`config.mk`:
```
export PLATFORM = sky130hd
export DESIGN_NAME = fft_top
export DESIGN_NICKNAME = d
export VERILOG_FILES = /design/src/verilog/fft_data_pkg.sv /design/src/verilog/fft_ctrl_pkg.sv /design/src/verilog/fft_sink.sv /design/src/verilog/fft_bfly_rdx2.sv /design/src/verilog/fft_mem_seq.sv /design/src/verilog/fft_top.sv
export VERILOG_INCLUDE_DIRS = /design/src /design/src/verilog
export SDC_FILE = /design/constraint.sdc
export NUM_CORES = 2
export LEC_CHECK = 0
export BUFFER_PORTS_ARGS = -buffer_cell sky130_fd_sc_hd__buf_4
export CORE_MARGIN = 2
export CORE_UTILIZATION = 50
export CTS_CLUSTER_SIZE = 8
export DETAILED_ROUTE_END_ITERATION = 12
export HOLD_SLACK_MARGIN = 0.12
export MAX_ROUTING_LAYER = met4
export PLACE_DENSITY = 0.65
export SYNTH_ARGS = -nofsm -noshare
export SYNTH_HDL_FRONTEND = slang
export SYNTH_SLANG_ARGS = --single-unit
```
`constraint.sdc`:
```
create_clock -name clk -period 10.3 [get_ports clk]
set_input_delay 2.575 -clock clk [delete_from_list [all_inputs] [get_ports clk]]
set_output_delay 2.575 -clock clk [all_outputs]
set_load 0.1 [all_outputs]
```
`src/verilog/fft_macros.svh`:
```
// --------------------
// Frame size, widths and latency of the 16-point FFT
// --------------------
`ifndef FFT_MACROS_SVH
`define FFT_MACROS_SVH

// --------------------
// Frame geometry
// --------------------

// Points per frame
`define FFT_PTS 16

// Radix-2 stages per frame, also the RAM address width
`define FFT_LOG2 4

// --------------------
// Datapath widths
// --------------------

// Real or imaginary component of a sample
`define FFT_DW 16

// Twiddle component, Q1.14
`define FFT_TW 16

// --------------------
// Butterfly pipeline
// --------------------

// Cycles from request to result
`define FFT_BF_LAT 3

`endif

```
`src/verilog/fft_data_pkg.sv`:
```
// --------------------
// Data types of the FFT datapath
// Sample, complex sample and twiddle
// --------------------
`include "fft_macros.svh"

package fft_data_pkg;

	// --------------------
	// Samples
	// --------------------

	// One real or imaginary component, two's complement
	typedef logic signed [`FFT_DW-1:0] sample_t;

	// Complex sample
	// Real part in the upper half
	typedef struct packed {
		sample_t re;
		sample_t im;
	} cplx_t;

	// --------------------
	// Twiddles
	// --------------------

	// Cosine or negative sine
	// Q1.14, so +1.0 is 16384
	typedef logic signed [`FFT_TW-1:0] twdl_t;

endpackage

```
`src/verilog/fft_ctrl_pkg.sv`:
```
// --------------------
// Control types of the FFT
// Sequencer state, addresses, butterfly request and result
// --------------------
`include "fft_macros.svh"

package fft_ctrl_pkg;

	// Frame RAM address
	typedef logic [`FFT_LOG2-1:0] addr_t;

	// Butterfly stage index
	typedef logic [1:0] stage_t;

	// Phases of one frame
	typedef enum logic [2:0] {
		IDLE,
		SINK,
		PROC,
		DRAIN,
		SOURCE
	} seq_state_t;

	// One butterfly issued to the core
	// Twiddle index selects W16 to that power
	typedef struct packed {
		logic                  valid;
		fft_data_pkg::cplx_t   a;
		fft_data_pkg::cplx_t   b;
		logic [`FFT_LOG2-2:0]  tw_idx;
		addr_t                 addr_a;
		addr_t                 addr_b;
	} bf_req_t;

	// Butterfly result with its write-back addresses
	typedef struct packed {
		logic                  valid;
		fft_data_pkg::cplx_t   a;
		fft_data_pkg::cplx_t   b;
		addr_t                 addr_a;
		addr_t                 addr_b;
	} bf_res_t;

endpackage

```
`src/verilog/fft_sink.sv`:
```
// --------------------
// Frame sink
// Four-phase receiver, writes samples to bit-reversed addresses
// --------------------
`include "fft_macros.svh"

module fft_sink (
	input  logic                 clk,
	input  logic                 rst_n,
	input  logic                 sink_en,
	input  logic                 in_req,
	input  fft_data_pkg::cplx_t  in_data,
	output logic                 in_ack,
	output logic                 wr_en,
	output fft_ctrl_pkg::addr_t  wr_addr,
	output fft_data_pkg::cplx_t  wr_data,
	output logic                 frame_full
);
	import fft_ctrl_pkg::*;

	// Responder states, ack is high in RX_ACK
	typedef enum logic {
		RX_WAIT,
		RX_ACK
	} rx_state_t;

	rx_state_t rx_state;
	addr_t     smp_cnt;
	logic      accept;

	// Mirror the address bits
	// DIT in place then leaves natural order
	function automatic addr_t bit_rev(input addr_t a);
		addr_t r;
		for (int i = 0; i < `FFT_LOG2; i++)
		begin
			r[i] = a[`FFT_LOG2-1-i];
		end
		return r;
	endfunction

	// New request while idle and the sequencer takes samples
	assign accept = (rx_state == RX_WAIT) && in_req && sink_en;
	assign in_ack = (rx_state == RX_ACK);

	// --------------------
	// Handshake and count
	// --------------------
	always_ff @(posedge clk)
	begin
		if (!rst_n)
		begin
			rx_state   <= RX_WAIT;
			smp_cnt    <= '0;
			wr_en      <= 1'b0;
			frame_full <= 1'b0;
		end
		else
		begin
			// Write goes out with the rising ack
			wr_en <= accept;
			// Count wrapped to zero, so that was write 16
			frame_full <= wr_en && (smp_cnt == '0);
			case (rx_state)
				RX_WAIT:
					if (accept)
					begin
						rx_state <= RX_ACK;
						smp_cnt  <= smp_cnt + 1'b1;
					end
				RX_ACK:
					// Release once req has dropped
					if (!in_req)
						rx_state <= RX_WAIT;
				default:
					rx_state <= RX_WAIT;
			endcase
		end
	end

	// Captured sample and its scrambled slot
	always_ff @(posedge clk)
	begin
		if (accept)
		begin
			wr_addr <= bit_rev(smp_cnt);
			wr_data <= in_data;
		end
	end

	// Ack only ever answers a request seen the cycle before
	a_ack_needs_req: assert property (@(posedge clk) disable iff (!rst_n)
		$rose(in_ack) |-> $past(in_req))
		else $error("in_ack rose without in_req");

endmodule

```
`src/verilog/fft_bfly_rdx2.sv`:
```
// --------------------
// Radix-2 DIT butterfly, three pipeline stages
// Twiddle ROM, halving on every output
// --------------------
`include "fft_macros.svh"

module fft_bfly_rdx2 (
	input  logic                   clk,
	input  logic                   rst_n,
	input  fft_ctrl_pkg::bf_req_t  req,
	output fft_ctrl_pkg::bf_res_t  res
);
	import fft_data_pkg::*;
	import fft_ctrl_pkg::*;

	// Fraction bits of Q1.14
	localparam int TW_FRAC = `FFT_TW - 2;
	// Product kept two bits wider, |W*b| may exceed full scale
	localparam int PW = `FFT_DW + 2;

	// W16^k, cosine and negative sine, rounded
	localparam twdl_t COS_ROM [8] = '{16384, 15137, 11585, 6270,
		0, -6270, -11585, -15137};
	localparam twdl_t NSIN_ROM [8] = '{0, -6270, -11585, -15137,
		-16384, -15137, -11585, -6270};

	// Stage 1, operands and twiddle
	logic                     s1_vld;
	cplx_t                    s1_a;
	cplx_t                    s1_b;
	twdl_t                    s1_w_re;
	twdl_t                    s1_w_im;
	addr_t                    s1_addr_a;
	addr_t                    s1_addr_b;
	// Stage 2, rotated second operand
	logic                     s2_vld;
	cplx_t                    s2_a;
	logic signed [PW-1:0]     s2_p_re;
	logic signed [PW-1:0]     s2_p_im;
	addr_t                    s2_addr_a;
	addr_t                    s2_addr_b;
	// Stage 3, results
	logic                     r_vld;
	cplx_t                    r_a;
	cplx_t                    r_b;
	addr_t                    r_addr_a;
	addr_t                    r_addr_b;

	logic signed [`FFT_DW+`FFT_TW:0] mul_re;
	logic signed [`FFT_DW+`FFT_TW:0] mul_im;
	logic signed [PW:0]              sum_re;
	logic signed [PW:0]              sum_im;
	logic signed [PW:0]              dif_re;
	logic signed [PW:0]              dif_im;

	// Complex multiply b * W
	always_comb
	begin
		mul_re = s1_b.re * s1_w_re - s1_b.im * s1_w_im;
		mul_im = s1_b.re * s1_w_im + s1_b.im * s1_w_re;
	end

	always_comb
	begin
		sum_re = s2_a.re + s2_p_re;
		sum_im = s2_a.im + s2_p_im;
		dif_re = s2_a.re - s2_p_re;
		dif_im = s2_a.im - s2_p_im;
	end

	// --------------------
	// Valid pipe
	// --------------------
	always_ff @(posedge clk)
	begin
		if (!rst_n)
		begin
			s1_vld <= 1'b0;
			s2_vld <= 1'b0;
			r_vld  <= 1'b0;
		end
		else
		begin
			s1_vld <= req.valid;
			s2_vld <= s1_vld;
			r_vld  <= s2_vld;
		end
	end

	// Data and addresses, every cycle
	always_ff @(posedge clk)
	begin
		s1_a      <= req.a;
		s1_b      <= req.b;
		s1_w_re   <= COS_ROM[req.tw_idx];
		s1_w_im   <= NSIN_ROM[req.tw_idx];
		s1_addr_a <= req.addr_a;
		s1_addr_b <= req.addr_b;

		// Truncate back to integer scale
		s2_a      <= s1_a;
		s2_p_re   <= PW'(mul_re >>> TW_FRAC);
		s2_p_im   <= PW'(mul_im >>> TW_FRAC);
		s2_addr_a <= s1_addr_a;
		s2_addr_b <= s1_addr_b;

		// Arithmetic shift by one, then keep the low word
		r_a.re    <= sample_t'(sum_re >>> 1);
		r_a.im    <= sample_t'(sum_im >>> 1);
		r_b.re    <= sample_t'(dif_re >>> 1);
		r_b.im    <= sample_t'(dif_im >>> 1);
		r_addr_a  <= s2_addr_a;
		r_addr_b  <= s2_addr_b;
	end

	always_comb
	begin
		res.valid  = r_vld;
		res.a      = r_a;
		res.b      = r_b;
		res.addr_a = r_addr_a;
		res.addr_b = r_addr_b;
	end

endmodule

```
`src/verilog/fft_mem_seq.sv`:
```
// --------------------
// Frame RAM and phase sequencer
// Butterfly address generation, four-phase output source
// --------------------
`include "fft_macros.svh"

module fft_mem_seq (
	input  logic                   clk,
	input  logic                   rst_n,
	output logic                   sink_en,
	input  logic                   wr_en,
	input  fft_ctrl_pkg::addr_t    wr_addr,
	input  fft_data_pkg::cplx_t    wr_data,
	input  logic                   frame_full,
	output fft_ctrl_pkg::bf_req_t  bf_req,
	input  fft_ctrl_pkg::bf_res_t  bf_res,
	output logic                   out_req,
	input  logic                   out_ack,
	output fft_data_pkg::cplx_t    out_data
);
	import fft_data_pkg::*;
	import fft_ctrl_pkg::*;

	localparam int BF_PER_STAGE = `FFT_PTS / 2;
	localparam int TW_IW = `FFT_LOG2 - 1;
	localparam int DRN_W = $clog2(`FFT_BF_LAT + 1);

	seq_state_t        state;
	stage_t            stage;
	logic [TW_IW-1:0]  bf_cnt;
	logic [DRN_W-1:0]  drn_cnt;
	addr_t             src_cnt;
	// Ack seen high, waiting for it to fall
	logic              src_hold;

	// Pair addresses of the current butterfly
	logic [TW_IW-1:0]  low_mask;
	addr_t             pair_a;
	addr_t             pair_b;
	logic [TW_IW-1:0]  tw_idx;

	// Read port A
	logic              issue;
	logic              src_issue;
	logic              rd_en;
	addr_t             rd_addr_a;
	addr_t             rd_addr_b;
	cplx_t             rd_q_a;
	cplx_t             rd_q_b;
	logic              rd_vld;
	logic [TW_IW-1:0]  rd_tw;
	addr_t             rd_wb_a;
	addr_t             rd_wb_b;

	// Write port B
	logic              wb_en_a;
	logic              wb_en_b;
	addr_t             wb_addr_a;
	addr_t             wb_addr_b;
	cplx_t             wb_data_a;
	cplx_t             wb_data_b;

	cplx_t             ram [`FFT_PTS];

	assign sink_en = (state == IDLE) || (state == SINK);

	// --------------------
	// Butterfly addressing
	// --------------------
	always_comb
	begin
		// Span of one group is 2 << stage
		low_mask = TW_IW'((1 << stage) - 1);
		pair_a   = {bf_cnt & ~low_mask, 1'b0} | {1'b0, bf_cnt & low_mask};
		pair_b   = pair_a | (addr_t'(1) << stage);
		// Position in group, scaled to the W16 grid
		tw_idx   = (bf_cnt & low_mask) << (stage_t'(`FFT_LOG2 - 1) - stage);
	end

	// Port switches, as the frame moves between phases
	assign issue     = (state == PROC);
	assign src_issue = (state == SOURCE) && !out_req && !src_hold;
	assign rd_en     = issue || src_issue;
	assign rd_addr_a = (state == SOURCE) ? src_cnt : pair_a;
	assign rd_addr_b = pair_b;

	always_comb
	begin
		if (state == SINK)
		begin
			wb_en_a   = wr_en;
			wb_addr_a = wr_addr;
			wb_data_a = wr_data;
			wb_en_b   = 1'b0;
		end
		else
		begin
			wb_en_a   = bf_res.valid;
			wb_addr_a = bf_res.addr_a;
			wb_data_a = bf_res.a;
			wb_en_b   = bf_res.valid;
		end
		// Second lane only carries results
		wb_addr_b = bf_res.addr_b;
		wb_data_b = bf_res.b;
	end

	// Frame RAM, reads held between read strobes
	always_ff @(posedge clk)
	begin
		if (wb_en_a)
			ram[wb_addr_a] <= wb_data_a;
		if (wb_en_b)
			ram[wb_addr_b] <= wb_data_b;
		if (rd_en)
		begin
			rd_q_a <= ram[rd_addr_a];
			rd_q_b <= ram[rd_addr_b];
		end
	end

	// Side info follows the one-cycle read
	always_ff @(posedge clk)
	begin
		if (issue)
		begin
			rd_tw   <= tw_idx;
			rd_wb_a <= pair_a;
			rd_wb_b <= pair_b;
		end
	end

	always_comb
	begin
		bf_req.valid  = rd_vld;
		bf_req.a      = rd_q_a;
		bf_req.b      = rd_q_b;
		bf_req.tw_idx = rd_tw;
		bf_req.addr_a = rd_wb_a;
		bf_req.addr_b = rd_wb_b;
	end

	// Held steady by the read strobe
	assign out_data = rd_q_a;

	// --------------------
	// Phase FSM
	// --------------------
	always_ff @(posedge clk)
	begin
		if (!rst_n)
		begin
			state    <= IDLE;
			stage    <= '0;
			bf_cnt   <= '0;
			drn_cnt  <= '0;
			src_cnt  <= '0;
			src_hold <= 1'b0;
			out_req  <= 1'b0;
			rd_vld   <= 1'b0;
		end
		else
		begin
			rd_vld <= issue;
			case (state)
				IDLE:
				begin
					stage   <= '0;
					bf_cnt  <= '0;
					drn_cnt <= '0;
					src_cnt <= '0;
					state   <= SINK;
				end
				SINK:
					if (frame_full)
						state <= PROC;
				PROC:
				begin
					// One butterfly per cycle
					bf_cnt <= bf_cnt + 1'b1;
					if (bf_cnt == TW_IW'(BF_PER_STAGE - 1))
						state <= DRAIN;
				end
				DRAIN:
				begin
					// Read latency plus pipeline depth
					drn_cnt <= drn_cnt + 1'b1;
					if (drn_cnt == DRN_W'(`FFT_BF_LAT))
					begin
						drn_cnt <= '0;
						stage   <= stage + 1'b1;
						state   <= (stage == stage_t'(`FFT_LOG2 - 1)) ? SOURCE : PROC;
					end
				end
				SOURCE:
				begin
					// req rises with the freshly read word
					if (src_issue)
						out_req <= 1'b1;
					if (out_req && out_ack)
					begin
						out_req  <= 1'b0;
						src_hold <= 1'b1;
					end
					if (src_hold && !out_ack)
					begin
						src_hold <= 1'b0;
						src_cnt  <= src_cnt + 1'b1;
						if (src_cnt == addr_t'(`FFT_PTS - 1))
							state <= IDLE;
					end
				end
				default:
					state <= IDLE;
			endcase
		end
	end

	// Sink writes only land while collecting a frame
	a_sink_wr_phase: assert property (@(posedge clk) disable iff (!rst_n)
		wr_en |-> state == SINK)
		else $error("Sink write outside SINK phase");

	// Nothing left in the butterfly pipe between frames
	a_no_res_idle: assert property (@(posedge clk) disable iff (!rst_n)
		bf_res.valid |-> state != IDLE)
		else $error("Butterfly result arrived in IDLE");

endmodule

```
`src/verilog/fft_top.sv`:
```
// --------------------
// FFT top, sink, sequencer and butterfly
// --------------------

module fft_top (
	input  logic                 clk,
	input  logic                 rst_n,
	input  logic                 in_req,
	input  fft_data_pkg::cplx_t  in_data,
	output logic                 in_ack,
	output logic                 out_req,
	input  logic                 out_ack,
	output fft_data_pkg::cplx_t  out_data
);
	import fft_data_pkg::*;
	import fft_ctrl_pkg::*;

	// Sink to sequencer
	logic     sink_en;
	logic     wr_en;
	addr_t    wr_addr;
	cplx_t    wr_data;
	logic     frame_full;

	// Sequencer to butterfly and back
	bf_req_t  bf_req;
	bf_res_t  bf_res;

	// Input link
	fft_sink u_sink (
		.clk        (clk),
		.rst_n      (rst_n),
		.sink_en    (sink_en),
		.in_req     (in_req),
		.in_data    (in_data),
		.in_ack     (in_ack),
		.wr_en      (wr_en),
		.wr_addr    (wr_addr),
		.wr_data    (wr_data),
		.frame_full (frame_full)
	);

	// RAM, phases and output link
	fft_mem_seq u_mem_seq (
		.clk        (clk),
		.rst_n      (rst_n),
		.sink_en    (sink_en),
		.wr_en      (wr_en),
		.wr_addr    (wr_addr),
		.wr_data    (wr_data),
		.frame_full (frame_full),
		.bf_req     (bf_req),
		.bf_res     (bf_res),
		.out_req    (out_req),
		.out_ack    (out_ack),
		.out_data   (out_data)
	);

	fft_bfly_rdx2 u_bfly (
		.clk   (clk),
		.rst_n (rst_n),
		.req   (bf_req),
		.res   (bf_res)
	);

endmodule

```
==> results by stage <==
Critical path:
- The largest delay contributor family on the critical path is adder cells.
- The critical path arrival is 8950 ps.
- The critical path goes through nand2_1, buf_4, inv_1, fa_1, inv_1, fa_1, inv_1, fa_1, inv_1, fa_1, fa_1, fa_1, fa_1, inv_1, fa_1, inv_1, ha_1, a21oi_1, a21boi_0, a2111oi_2, a211oi_2, o31a_1, nor2_1, xnor2_1.
- The type of element launching the critical path is a flop.
- The number of buffers and inverters on the critical path is 7.
- The cell with the most instances on the worst path is sky130_fd_sc_hd__fa_1.
- The critical path is of the flop to flop type.
- The kind of capture point of the worst setup path is a flop.
- The slowest stage of the critical path is the sky130_fd_sc_hd__dfxtp_1 cell.
- Of all nets on the critical path, the largest fanout is 20.
- The longest individual stage delay on the worst path is 870 ps.
- STA puts the critical path data required time at 10980 ps.

Placement:
- Routability-driven placement finished with a final weighted congestion of 0.946.
- In this run the tool buffered the top-level ports with 69 buffer cells.
- The post-DP HPWL is 166000 um.

Detailed routing:
- The violation count after the first detailed-routing iteration is 6442.
- The pre-antenna-repair detailed-routing pass consisted of 9 iterations.
- The number of vias per cell after detailed routing is 5.73.
- The routed wire length per instance is 23.4 um.
- The DRC violations left is 0.
- The detail route stage leaves a number of antenna-violating nets equal to 0.
- The total via count after detailed routing is 59800.
- The final routed wirelength across all metal layers is 245000 um.

Floorplan:
- The total I/O pin count is 70.
- The floorplan has 146 rows.
- The starting density of the core is 50.3%.
- The overall die width is 403 um.
- In this run the vertical extent of the chip is 403 um.
- The core region is 0.158 sq mm.
- The die covers 0.162 sq mm.

Final layout:
- The most frequent standard cell in the layout excluding fill and tap cells is sky130_fd_sc_hd__inv_1.
- Leaving out fill and tap cells, the most frequent cells in the layout are sky130_fd_sc_hd__inv_1, sky130_fd_sc_hd__nand2_1, sky130_fd_sc_hd__fa_1.
- The post-layout net count is 9777.
- The number of fill cells is 14000.
- Cells with a size suffix above 1 make up 5.01% of the layout.
- The post-synthesis to final-layout area growth is 7.61%.

GRT:
- For this run the aggregate overflow at the end of global routing stands at 0.
- Entering global routing, the biggest net connects 199 pins.
- Global routing used 31.4% of the available tracks across all layers.
- The number of antenna violations at the first check in global routing is 11.
- The via count of the first global-routing pass is 61500.
- The first global-routing pass estimated 370000 um of wire.

Hold path:
- The min-delay analysis places its worst path in the category flop to flop.

STA:
- The minimum clock period is 8270 ps.
- Headroom to the max-slew limit came out at 10.1%.
- The maximum clock frequency is 121 MHz.
- For the final routed database, the setup TNS stands at 0 ps.
- Dividing the final minimum period by the clock period gives 80.3%.
- The post-route clock skew is 28.3 ps.
- The slew at the pin closest to its max-slew limit is 1310 ps.
- The total count of hold-check failures in the final report is 0.
- Setup repair after global routing left no endpoint under its margin.
- Setup violations remaining at the end of the flow were counted as 0.
- The final max-slew violation count is 0.

Synth:
- The Yosys warning count is 0.
- In this run, synthesis produced a sequential element count of 886.
- The number of enable flip-flop cells after synthesis is 623.
- The post-synthesis sequential area ratio is 30.1%.
- When the netlist entered floorplanning its net count stood at 10000.
- After technology mapping, the gate count stands at 8532.
- The most used flip-flop cell after synthesis is sky130_fd_sc_hd__edfxtp_1.
- The mean instance size in the synthesized netlist is 9.33 sq um.
- The fraction of registers with async set/reset is 0%.
- The post-synthesis cell area is 0.0796 sq mm.
- The distinct cell type count after synthesis is 64.

Clocking:
- The TritonCTS buffer count is 130.
- The clock-pin slew reported for the worst setup and hold paths after clock tree synthesis is 50 ps.
- After clock tree synthesis, the repair step resized 0 gates.
- No sink is reached through more buffers than the 3 on the longest clock path.
- The tree is rooted in a sky130_fd_sc_hd__clkbuf_16.
- The number of setup buffers added after CTS is 0.
- The clock tree from TritonCTS is yes.
- For the worst-skew pair, the clock arrives at the later sink with an insertion delay of 760 ps.
- The depth of the CTS H-tree is 4.
- Clock tree synthesis found a total of 886 sinks.
- After clock tree synthesis, the flow added hold-fix buffers numbering 0.

Outcome:
- The run finished with clean final reports.

Flow run:
- The max-capacitance violation count is 0.
-- metrics by stage --
stage	util, %	hold WS, ps	cells	worst slack [ps]	cell area, sq um
after floorplan	-	310	8532	2660	79600
after global placement	51.7	310	10200	2080	81800
after detailed placement	51.7	312	10200	2000	81800
after CTS	54.1	320	10400	2000	85600
after global routing	54.1	326	10400	1450	85600
final	54.1	320	10400	2030	85600
-- registers in the layout, indices dropped and copies added (netlist names), 7 cells and up --
register          flops
u_mem_seq.bf_req     64
u_bfly.res           64
u_bfly.s1_a          32
u_bfly.s2_p_im       17
u_bfly.s1_w_im        7
u_bfly.s1_w_re       11
u_sink.wr_data       32
u_bfly.s2_a          32
u_bfly.s2_p_re       17
u_bfly.s1_b          32
u_mem_seq.ram       512
-- cell usage after synthesis (all sizes together), types with 5 or more instances --
library cell | count | area (sq um)
nor2 | 641 | 2410
nor3b | 7 | 57.6
xor2 | 30 | 263
a22oi | 5 | 37.5
inv | 1483 | 5570
a31oi | 105 | 657
clkbuf | 461 | 1730
nand2 | 1149 | 4320
nor4 | 7 | 43.8
and2 | 420 | 2630
ha | 403 | 5040
and3 | 45 | 282
nand4 | 6 | 43.8
a21boi | 6 | 45.0
nor3 | 34 | 170
nand3 | 288 | 1440
dfxtp | 263 | 5270
a211oi | 173 | 1310
o211ai | 15 | 113
xnor2 | 114 | 998
buf | 142 | 693
o31ai | 8 | 60.1
fa | 1074 | 21500
a311oi | 128 | 1120
edfxtp | 623 | 18700
o21a | 8 | 60.1
a21o | 11 | 82.6
o21ai | 70 | 350
or3 | 14 | 87.6
a21oi | 633 | 3170
nand3b | 5 | 37.5
nand2b | 41 | 257
o21bai | 12 | 90.1
nor2b | 35 | 219
mux2i | 37 | 370
-- routing by layer --
| metal | wire length [um] | vias to the layer above | part of all wire, % | track usage, % |
|---|---|---|---|---|
| met3 | 21100 | 735 | 8.6 | 5.00 |
| met1 | 90700 | 29600 | 37 | 37.8 |
| met5 | 0 | - | 0 | - |
| met2 | 119000 | 2943 | 49 | 51.3 |
| li1 | - | 26500 | - | - |
| met4 | 14100 | 0 | 5.8 | 15.9 |
-- cells by family after synthesis --
family | share of synthesized area [%]
multiplexers | 0.494
flip-flops | 30.1
adder cells (fa/ha/maj) | 33.3
XOR/XNOR | 1.58
AND/OR/NAND/NOR | 15.2
buffers and inverters | 10.0
AO/OA/AOI/OAI | 9.25
-- final timing paths --
check	start	to	slack, ps	depth (start not counted)
worst max-delay path	u_bfly.s1_w_im[4]	u_bfly.s2_p_re[15]	2030	24
worst min-delay path	u_bfly.s2_addr_b[2]	u_bfly.r_addr_b[2]	320	0
worst max register to register	u_bfly.s1_w_im[4]	u_bfly.s2_p_re[15]	2030	24
worst min register to register	u_bfly.s2_addr_b[2]	u_bfly.r_addr_b[2]	320	0
-- worst register-to-register path: stages, from the launching register on --
cell	delay [ps]
sky130_fd_sc_hd__dfxtp_1	870
sky130_fd_sc_hd__nand2_1	110
sky130_fd_sc_hd__buf_4	270
sky130_fd_sc_hd__inv_1	750
sky130_fd_sc_hd__fa_1	570
sky130_fd_sc_hd__inv_1	90
sky130_fd_sc_hd__fa_1	410
sky130_fd_sc_hd__inv_1	80
sky130_fd_sc_hd__fa_1	400
sky130_fd_sc_hd__inv_1	90
sky130_fd_sc_hd__fa_1	440
sky130_fd_sc_hd__fa_1	570
sky130_fd_sc_hd__fa_1	430
sky130_fd_sc_hd__fa_1	490
sky130_fd_sc_hd__inv_1	50
sky130_fd_sc_hd__fa_1	480
sky130_fd_sc_hd__inv_1	50
sky130_fd_sc_hd__ha_1	340
sky130_fd_sc_hd__a21oi_1	200
sky130_fd_sc_hd__a21boi_0	190
sky130_fd_sc_hd__a2111oi_2	530
sky130_fd_sc_hd__a211oi_2	220
sky130_fd_sc_hd__o31a_1	330
sky130_fd_sc_hd__nor2_1	120
sky130_fd_sc_hd__xnor2_1	120
-- layout make-up --
type	instances	area [sq um]	share of cell area (%)
repair buffers	203	1610	1.88
well taps	2072	2590	3.03
diodes	3	7.51	0.00877
clock inverters	12	141	0.165
inverters	1484	5580	6.52
clock buffers	221	3740	4.37
flip-flops and latches	886	24000	28.0
multi-input cells	5559	48000	56.0
Power is not shown: default switching activity piles up to over one toggle a cycle in this logic, so the estimate is an artifact.
